$ cat src/common/pinball_defines.svh
`ifndef PINBALL_DEFINES_SVH
`define PINBALL_DEFINES_SVH

// ~~~~~~~~~~~~~~~~~~~~~~~~~~~~~~~~~~~~~~~~~~~~~~~~~~
// Fixed point and motion
// ~~~~~~~~~~~~~~~~~~~~~~~~~~~~~~~~~~~~~~~~~~~~~~~~~~
`define FIXED_SCALE      64
`define GRAVITY          5

// Playfield and ball in pixels
`define FIELD_WIDTH      480
`define FIELD_HEIGHT     640
`define BALL_SIZE        16
`define BALL_START_X     232
`define BALL_START_Y     40

// Bumper rectangle in pixels
`define BUMPER_LEFT      200
`define BUMPER_TOP       300
`define BUMPER_RIGHT     280
`define BUMPER_BOTTOM    340

// Cooldowns in frames
`define BUMPER_COOLDOWN  40
`define SPRING_COOLDOWN  5

// Clock cycles per frame
`define FRAME_PERIOD     64

`endif

$ cat src/common/pinballPkg.sv
`default_nettype none

package pinballPkg;

	// ~~~~~~~~~~~~~~~~~~~~~~~~~~~~~~~~~~~~~~~~~~~~~~~~~~
	// Vector types
	// ~~~~~~~~~~~~~~~~~~~~~~~~~~~~~~~~~~~~~~~~~~~~~~~~~~

	// Pixel coordinate on screen
	typedef logic signed [10:0] screenCoord;

	// Position or speed scaled by the fixed-point multiplier
	typedef logic signed [31:0] fixedValue;

	// Ball-side contact edges {left, top, right, bottom}
	typedef logic [3:0] edgeCode;

	// Frame count for the cooldowns
	typedef logic [7:0] cooldownCount;

	// Clock-cycle count within one frame
	typedef logic [7:0] frameCycle;

	// Bit positions inside edgeCode
	localparam int EDGE_LEFT   = 3;
	localparam int EDGE_TOP    = 2;
	localparam int EDGE_RIGHT  = 1;
	localparam int EDGE_BOTTOM = 0;

endpackage

`default_nettype wire

$ cat src/ball/ballController.sv
`default_nettype none
`include "pinball_defines.svh"

module ballController (
	input  logic                   clk,
	input  logic                   resetN,
	input  logic                   startOfFrame,
	input  logic                   pause,
	input  logic                   resetLevel,
	input  logic                   frameHit,
	input  logic                   bumperHit,
	input  logic                   flipperHit,
	input  logic                   springHit,
	input  logic                   trapActive,
	input  pinballPkg::edgeCode    hitEdge,
	input  pinballPkg::fixedValue  flipperSpeedX,
	input  pinballPkg::fixedValue  springSpeedY,
	input  pinballPkg::screenCoord trapX,
	input  pinballPkg::screenCoord trapY,
	output pinballPkg::screenCoord topLeftX,
	output pinballPkg::screenCoord topLeftY
);
	import pinballPkg::*;

	fixedValue    posX;
	fixedValue    posY;
	fixedValue    speedX;
	fixedValue    speedY;
	fixedValue    nextX;
	cooldownCount bumperCool;
	cooldownCount springCool;

	// Horizontal move that the next frame would make
	assign nextX = posX + speedX;

	// ~~~~~~~~~~~~~~~~~~~~~~~~~~~~~~~~~~~~~~~~~~~~~~~~~~
	// Position, speed and cooldowns
	// ~~~~~~~~~~~~~~~~~~~~~~~~~~~~~~~~~~~~~~~~~~~~~~~~~~
	always_ff @(posedge clk or negedge resetN) begin
		if (!resetN) begin
			posX       <= `BALL_START_X * `FIXED_SCALE;
			posY       <= `BALL_START_Y * `FIXED_SCALE;
			speedX     <= '0;
			speedY     <= '0;
			bumperCool <= '0;
			springCool <= '0;
		end
		else if (resetLevel) begin
			posX       <= `BALL_START_X * `FIXED_SCALE;
			posY       <= `BALL_START_Y * `FIXED_SCALE;
			speedX     <= '0;
			speedY     <= '0;
			bumperCool <= '0;
			springCool <= '0;
		end
		else if (!pause) begin
			if (trapActive) begin
				// Ball box centred on the trap point
				posX <= (fixedValue'(trapX) - (`BALL_SIZE / 2)) * `FIXED_SCALE;
				posY <= (fixedValue'(trapY) - (`BALL_SIZE / 2)) * `FIXED_SCALE;
			end
			else if (startOfFrame) begin
				speedY <= speedY + `GRAVITY;
				posY   <= posY + speedY;

				// Damp the sideways speed instead of leaving the field
				if ((nextX < 0) || (nextX > (`FIELD_WIDTH * `FIXED_SCALE))) begin
					speedX <= speedX >>> 1;
				end
				else begin
					posX <= nextX;
				end

				if (bumperCool != '0) begin
					bumperCool <= bumperCool - 1'b1;
				end
				if (springCool != '0) begin
					springCool <= springCool - 1'b1;
				end
			end
			else if (frameHit) begin
				if (hitEdge[EDGE_LEFT] && (speedX < 0)) begin
					speedX <= -speedX;
				end
				else if (hitEdge[EDGE_RIGHT] && (speedX > 0)) begin
					speedX <= -speedX;
				end

				if (hitEdge[EDGE_TOP] && (speedY < 0)) begin
					speedY <= -speedY;
				end
				else if (hitEdge[EDGE_BOTTOM] && (speedY > 0)) begin
					speedY <= -speedY;
				end
			end
			else if (springHit && (springCool == '0)) begin
				// Spring sits under the ball and only adds an upward kick
				if (springSpeedY < 0) begin
					speedY <= -speedY + springSpeedY;
				end
				else begin
					speedY <= -speedY;
				end
				springCool <= cooldownCount'(`SPRING_COOLDOWN);
			end
			else if (flipperHit) begin
				// Flipper counts as a bottom-edge hit
				if (speedY > 0) begin
					speedY <= -speedY;
					speedX <= speedX + flipperSpeedX;
				end
			end
			else if (bumperHit && (bumperCool == '0)) begin
				if (hitEdge[EDGE_LEFT] && (speedX < 0)) begin
					speedX <= -(speedX <<< 1);
				end
				else if (hitEdge[EDGE_RIGHT] && (speedX > 0)) begin
					speedX <= -(speedX <<< 1);
				end

				if (hitEdge[EDGE_TOP] && (speedY < 0)) begin
					speedY <= -(speedY <<< 1);
				end
				else if (hitEdge[EDGE_BOTTOM] && (speedY > 0)) begin
					speedY <= -(speedY <<< 1);
				end
				bumperCool <= cooldownCount'(`BUMPER_COOLDOWN);
			end
		end
	end

	// Back to whole pixels
	assign topLeftX = screenCoord'(posX / `FIXED_SCALE);
	assign topLeftY = screenCoord'(posY / `FIXED_SCALE);

endmodule

`default_nettype wire

$ cat src/ball/collisionUnit.sv
`default_nettype none
`include "pinball_defines.svh"

module collisionUnit (
	input  logic                   clk,
	input  logic                   resetN,
	input  logic                   startOfFrame,
	input  pinballPkg::screenCoord topLeftX,
	input  pinballPkg::screenCoord topLeftY,
	output logic                   frameHit,
	output logic                   bumperHit,
	output pinballPkg::edgeCode    hitEdge
);
	import pinballPkg::*;

	logic signed [11:0] ballRight;
	logic signed [11:0] ballBottom;
	logic signed [11:0] centreX;
	logic signed [11:0] centreY;
	edgeCode            wallEdge;
	edgeCode            bumperEdge;
	logic               bumperOverlap;

	// ~~~~~~~~~~~~~~~~~~~~~~~~~~~~~~~~~~~~~~~~~~~~~~~~~~
	// Ball box against walls and bumper
	// ~~~~~~~~~~~~~~~~~~~~~~~~~~~~~~~~~~~~~~~~~~~~~~~~~~
	always_comb begin
		ballRight  = 12'(topLeftX) + 12'(`BALL_SIZE);
		ballBottom = 12'(topLeftY) + 12'(`BALL_SIZE);
		centreX    = 12'(topLeftX) + 12'(`BALL_SIZE / 2);
		centreY    = 12'(topLeftY) + 12'(`BALL_SIZE / 2);

		// Touching counts as a hit
		wallEdge              = '0;
		wallEdge[EDGE_LEFT]   = (topLeftX <= 0);
		wallEdge[EDGE_TOP]    = (topLeftY <= 0);
		wallEdge[EDGE_RIGHT]  = (ballRight >= `FIELD_WIDTH);
		wallEdge[EDGE_BOTTOM] = (ballBottom >= `FIELD_HEIGHT);

		bumperOverlap = (ballRight > `BUMPER_LEFT) && (topLeftX < `BUMPER_RIGHT) &&
			(ballBottom > `BUMPER_TOP) && (topLeftY < `BUMPER_BOTTOM);

		// Side picked from where the ball centre lies
		bumperEdge = '0;
		if (centreX < `BUMPER_LEFT) begin
			bumperEdge[EDGE_RIGHT] = 1'b1;
		end
		else if (centreX > `BUMPER_RIGHT) begin
			bumperEdge[EDGE_LEFT] = 1'b1;
		end
		else if (centreY < ((`BUMPER_TOP + `BUMPER_BOTTOM) / 2)) begin
			bumperEdge[EDGE_BOTTOM] = 1'b1;
		end
		else begin
			bumperEdge[EDGE_TOP] = 1'b1;
		end
	end

	// Flags cleared on the strobe while the ball moves
	always_ff @(posedge clk or negedge resetN) begin
		if (!resetN) begin
			frameHit  <= 1'b0;
			bumperHit <= 1'b0;
			hitEdge   <= '0;
		end
		else if (startOfFrame) begin
			frameHit  <= 1'b0;
			bumperHit <= 1'b0;
			hitEdge   <= '0;
		end
		else begin
			frameHit  <= |wallEdge;
			bumperHit <= bumperOverlap;
			if (|wallEdge) begin
				hitEdge <= wallEdge;
			end
			else if (bumperOverlap) begin
				hitEdge <= bumperEdge;
			end
			else begin
				hitEdge <= '0;
			end
		end
	end

endmodule

`default_nettype wire

$ cat src/design/frameTicker.sv
`default_nettype none
`include "pinball_defines.svh"

module frameTicker (
	input  logic clk,
	input  logic resetN,
	input  logic pause,
	output logic startOfFrame
);
	import pinballPkg::*;

	frameCycle cycleCnt;

	// Strobe is registered, so the first one lands FRAME_PERIOD cycles after reset
	always_ff @(posedge clk or negedge resetN) begin
		if (!resetN) begin
			cycleCnt     <= '0;
			startOfFrame <= 1'b0;
		end
		else if (pause) begin
			startOfFrame <= 1'b0;
		end
		else if (cycleCnt == frameCycle'(`FRAME_PERIOD - 1)) begin
			cycleCnt     <= '0;
			startOfFrame <= 1'b1;
		end
		else begin
			cycleCnt     <= cycleCnt + 1'b1;
			startOfFrame <= 1'b0;
		end
	end

endmodule

`default_nettype wire

$ cat src/design/pinballPhysics.sv
`default_nettype none

module pinballPhysics (
	input  logic                   clk,
	input  logic                   resetN,
	input  logic                   pause,
	input  logic                   resetLevel,
	input  logic                   trapActive,
	input  logic                   flipperHit,
	input  logic                   springHit,
	input  pinballPkg::fixedValue  flipperSpeedX,
	input  pinballPkg::fixedValue  springSpeedY,
	input  pinballPkg::screenCoord trapX,
	input  pinballPkg::screenCoord trapY,
	output pinballPkg::screenCoord topLeftX,
	output pinballPkg::screenCoord topLeftY,
	output logic                   startOfFrame
);
	import pinballPkg::*;

	logic    frameHit;
	logic    bumperHit;
	edgeCode hitEdge;

	frameTicker ticker (
		.clk          (clk),
		.resetN       (resetN),
		.pause        (pause),
		.startOfFrame (startOfFrame)
	);

	collisionUnit collision (
		.clk          (clk),
		.resetN       (resetN),
		.startOfFrame (startOfFrame),
		.topLeftX     (topLeftX),
		.topLeftY     (topLeftY),
		.frameHit     (frameHit),
		.bumperHit    (bumperHit),
		.hitEdge      (hitEdge)
	);

	ballController ball (
		.clk           (clk),
		.resetN        (resetN),
		.startOfFrame  (startOfFrame),
		.pause         (pause),
		.resetLevel    (resetLevel),
		.frameHit      (frameHit),
		.bumperHit     (bumperHit),
		.flipperHit    (flipperHit),
		.springHit     (springHit),
		.trapActive    (trapActive),
		.hitEdge       (hitEdge),
		.flipperSpeedX (flipperSpeedX),
		.springSpeedY  (springSpeedY),
		.trapX         (trapX),
		.trapY         (trapY),
		.topLeftX      (topLeftX),
		.topLeftY      (topLeftY)
	);

endmodule

`default_nettype wire

$ cat config.mk
export PLATFORM = sky130hd
export DESIGN_NAME = pinballPhysics
export DESIGN_NICKNAME = d
export VERILOG_FILES = /design/src/common/pinballPkg.sv /design/src/ball/ballController.sv /design/src/ball/collisionUnit.sv /design/src/design/frameTicker.sv /design/src/design/pinballPhysics.sv
export VERILOG_INCLUDE_DIRS = /design/src /design/src/common
export SDC_FILE = /design/constraint.sdc
export NUM_CORES = 1
export LEC_CHECK = 0
export ABC_CLOCK_PERIOD_IN_PS = 6350
export BUFFER_PORTS_ARGS = -buffer_cell sky130_fd_sc_hd__clkbuf_2
export CORE_AREA = 2 2 208 148
export CTS_CLUSTER_DIAMETER = 60
export DETAILED_ROUTE_END_ITERATION = 12
export DIE_AREA = 0 0 210 150
export GPL_ROUTABILITY_DRIVEN = 0
export PLACE_DENSITY = 0.78
export SYNTH_ARGS = -nofsm -noshare
export SYNTH_HDL_FRONTEND = slang
export SYNTH_HIERARCHICAL = 1
export SYNTH_SLANG_ARGS = --single-unit
$ cat constraint.sdc
create_clock -name clk -period 6.35 [get_ports clk]
set_input_delay 0.9525 -clock clk [delete_from_list [all_inputs] [get_ports clk]]
set_output_delay 0.9525 -clock clk [all_outputs]
set_load 0.05 [all_outputs]
==> reports/results.md <==
| Group | Metric | Value |
| --- | --- | --- |
| route | Detailed-route wire length | 58.5 mm |
| final layout | Total Nets Final | 2618 |
| sta | Post-route fraction of the period consumed by the critical path | 0.803 |
| clocking | Post-cts repair resize count | 0 |
| critical path | Most common cell type on the critical path | a21oi_1 |
| logic synthesis | Share of the yosys chip area belonging to registers | 0.221 |
| sta | Final hold violation count | 0 |
| final layout | Post-route cell area | 0.0195 sq mm |
| placed design | Half-perimeter wire length after placement | 44.0 mm |
| critical path | Worst-case register-to-register setup slack | 1250 ps |
| critical path | Critical R2R Capture | ball/speedY[26] |
| floorplanning | Placement row count | 53 |
| global route | First-pass GRT wire length | 92.7 mm |
| route | Post-route DRC | 0 |
| floorplanning | Die ar. | 0.0315 sq mm |
| sta | Worst clock skew on the final layout | 19.3 ps |
| flow run | Number of maximum-capacitance violations | 0 |
| global route | Number of global-route vias before repair | 17300 |
| final layout | Signed area change from the synthesized netlist to the final layout | 7.64% |
| clocking | Register clock-pin slew on the reported worst setup and hold paths | 80 ps |
| final layout | Count of antenna diodes in the layout | 0 |
| logic synthesis | Synth warnings | 6 |
| logic synthesis | Total of flip-flops plus latches after synthesis | 159 |
| route | Drt initial violations | 3207 |
| sta | Total negative setup slack | 0 ps |
| floorplanning | Core Box Area | 0.0296 sq mm |
| global route | Maximum number of pins on one net before global-route repair | 94 |
| min path | Cell depth of the worst hold path | 2 |
| route | Count of vias placed by the detailed router | 19000 |
| global route | Antenna violations before repair | 0 |
| placed design | Post-placement setup slack | 1450 ps |
| power | Combinational group share of total power | 0.684 |
| logic synthesis | Post-synth EDFFs | 0 |
| clocking | Sink Count | 159 |
| critical path | R2R cell count | 17 |
| power | Total power | 9.78 mW |
| final layout | Commonest non-fill, non-tap cells in the layout | 220 x nand2_1, 217 x nor2_1, 178 x a21oi_1 |
| clocking | Clock latency on the worst-skew pair | 460 ps |
| status | Run status | complete, no violations |
| route | Routed wire per std cell | 21.1 um |
| clocking | Buffer cell driving the clock tree root | clkbuf_16 |
| power | Sw Ratio | 0.540 |
| logic synthesis | Synthesized net count | 2573 |
| final layout | Share of post-route cells with drive strength above 1 | 0.0920 |
| clocking | TritonCTS Buffers | 17 |
| power | Power spent charging and discharging nets | 5.28 mW |
| logic synthesis | Most instantiated flip-flop cell in the synthesis netlist | dfrtp_1 |
| sta | Upper clock frequency limit | 196 MHz |
| power | Share of total power in sequential cells | 0.206 |
| sta | Transition at the pin with the smallest max-transition slack | 1240 ps |
| logic synthesis | Synth async-reset ratio | 1.00 |
| critical path | Kind of end point of the critical path | flip-flop |
| floorplanning | Number of I/O pins | 116 |
| power | Internal Dissipation | 4.50 mW |
| placed design | Instance area after placement | 0.0189 sq mm |
| placed design | Placed instance count | 2745 |
| final layout | Final core utilization | 0.656 |
| logic synthesis | Number of library cell types mapped by synthesis | 95 |
| clocking | Post-CTS setup repair buffer count | 0 |
| critical path | Slowest Stage Delay on Critical Path | 620 ps |
| sta | Final worst slack | 1250 ps |
| floorplanning | Vertical die dimension | 150 um |
| final layout | Leading cell type in the layout, fill and taps excluded | nand2_1 |
| sta | Hold slack final | 478 ps |
| power | Static leakage power | 8.80 nW |
| route | Initial DRT Pass Iterations | 6 |
| global route | Total congestion overflow after global routing | 0 |
| route | Vias per Instance | 6.85 |
| floorplanning | Initial Utilization | 0.610 |
| critical path | Arr. time, crit path | 5450 ps |
| logic synthesis | Avg Synthesized Cell Area | 7.74 sq um |
| clocking | Number of buffers between clock root and the deepest sink | 2 |
| clocking | Maximum level of the CTS H-tree | 4 |
| sta | Clock period minus final worst setup slack | 5100 ps |
| placed design | PortBufs | 115 |
| critical path | Critical-path cell list | nor3_1 > nand4_1 > or3_1 > xnor2_1 > ha_1 > a21o_1 > a21oi_1 > nor2_1 > o21ai_0 > inv_1 > a2111oi_0 > buf_4 > a21oi_1 > or4_1 > a32o_1 > a21oi_1 > o21ai_1 |
| critical path | End point of the critical path | ball/speedY[26] |
| critical path | Startpoint of the worst setup timing path | ball/speedY[4] |
| min path | Path type of the worst min-delay path | reg2reg |
| sta | Unrepaired setup endpoints after global routing | false |
| critical path | Biggest fanout along the worst timing path | 9 |
| power | Maximum vdd ir drop | 0.000404 V |
| critical path | Sort of element at the start of the critical path | flip-flop |
| critical path | Crit Reg-Reg Startpoint | ball/speedY[4] |
| sta | Number of endpoints failing setup at the final stage | 0 |
| power | Total power per unit cell area | 503 mW/mm^2 |
| critical path | Critical path's slowest cell | nor3_1 |
| logic synthesis | Synth Cell Area | 0.0181 sq mm |
| critical path | Data required time at the worst endpoint | 6700 ps |
| power | Clock share of power | 0.110 |
| sta | Final Slew Violations | 0 |
| floorplanning | Chip Width | 210 um |
| logic synthesis | Post-synthesis cell count | 2334 |
| clocking | CTS Hold Bufs | 0 |
| critical path | CP Class | reg2reg |
| sta | Max-slew headroom | 0.167 |
| global route | Total global routing track utilization | 0.369 |
| final layout | Count of non-filler cells in the finished layout | 2777 |
| route | Final ANT Viol Nets | 0 |
| clocking | CTS tree | yes |
-- power groups by stage --
stage               registers [mW]  clock network (mW)  logic, mW
floorplan                     1.64                   0       5.13
finish                        2.01                1.07       6.69
global route                  2.05                1.11       7.28
CTS                           1.97                1.07       6.46
detailed placement            1.99                   0       6.39
global placement              1.97                   0       6.20
-- how the worst min path moves through the flow --
stage | to | startpoint | slack, ps
floorplan | ball/posY[18] | ball/posY[18] | 450
detailed placement | ball/posY[18] | ball/posY[18] | 470
global placement | ball/posY[18] | ball/posY[18] | 460
CTS | ball/posY[18] | ball/posY[18] | 480
global route | ball/posY[27] | ball/posY[27] | 510
finish | ball/posY[18] | ball/posY[18] | 480
-- area by class of cell --
| type | count | area (sq um) |
|---|---|---|
| timing repair buffer | 132 | 709 |
| sequential | 159 | 3990 |
| tap | 385 | 482 |
| inverter | 92 | 345 |
| clock buffer | 18 | 439 |
| multi-input combinational | 1977 | 13300 |
| fill | 2551 | 10200 |
| clock inverter | 14 | 145 |
-- kinds of logic (layout without fill, tap and decap cells) --
kind of cell,Yosys count,count (layout),synth area share
fa+ha+maj,146,146,0.103
mux,75,75,0.0449
xor+xnor,185,185,0.0896
buf+inv,198,256,0.0431
flops,159,159,0.221
compound gates,756,756,0.274
simple gates,815,815,0.225
-- sequential cells by signal (all words and copies together) (netlist names) --
signal / flops
ball/bumperCool: 8
collision/hitEdge: 4
ticker/startOfFrame: 1
ball/springCool: 8
ticker/cycleCnt: 8
ball/speedX: 32
ball/posX: 32
collision/frameHit: 1
ball/posY: 32
collision/bumperHit: 1
ball/speedY: 32
-- cells in the mapped netlist (all sizes together), types with 24 or more instances --
master  count  area share
a21oi     180       0.050
xor2       69       0.033
nand3      70       0.020
a21o       66       0.027
mux2       40       0.026
nor4       24       0.010
ha        142       0.098
clkbuf     86       0.018
o21ai     182       0.050
and3       37       0.013
xnor2     116       0.056
a211oi     48       0.020
nand2     220       0.046
a31oi      28      0.0097
nand2b     29       0.010
inv        92       0.019
dfrtp     153        0.21
o21a       31       0.013
nand4      31       0.011
nor2      219       0.045
nor3       61       0.017
mux2i      35       0.019
-- layer usage --
layer | GRT usage | wire length (um) | share of wire
met1 | 0.555 | 26300 | 0.45
met2 | 0.505 | 22800 | 0.39
met3 | 0.115 | 8180 | 0.14
met4 | 0.0950 | 1250 | 0.021
met5 | 0 | 0 | 0
-- critical path: cells and delay by family, from the launching register on --
kind / cells / cell delay, ps
AOI/OAI and AO/OA: 8 / 1620
xor gates and xnor gates: 1 / 380
adders and majority gates: 1 / 380
buffers and inverters: 2 / 270
DFF: 1 / 490
and+or+nand+nor: 5 / 1860
No activity file was read; power rests on OpenSTA's default activity.
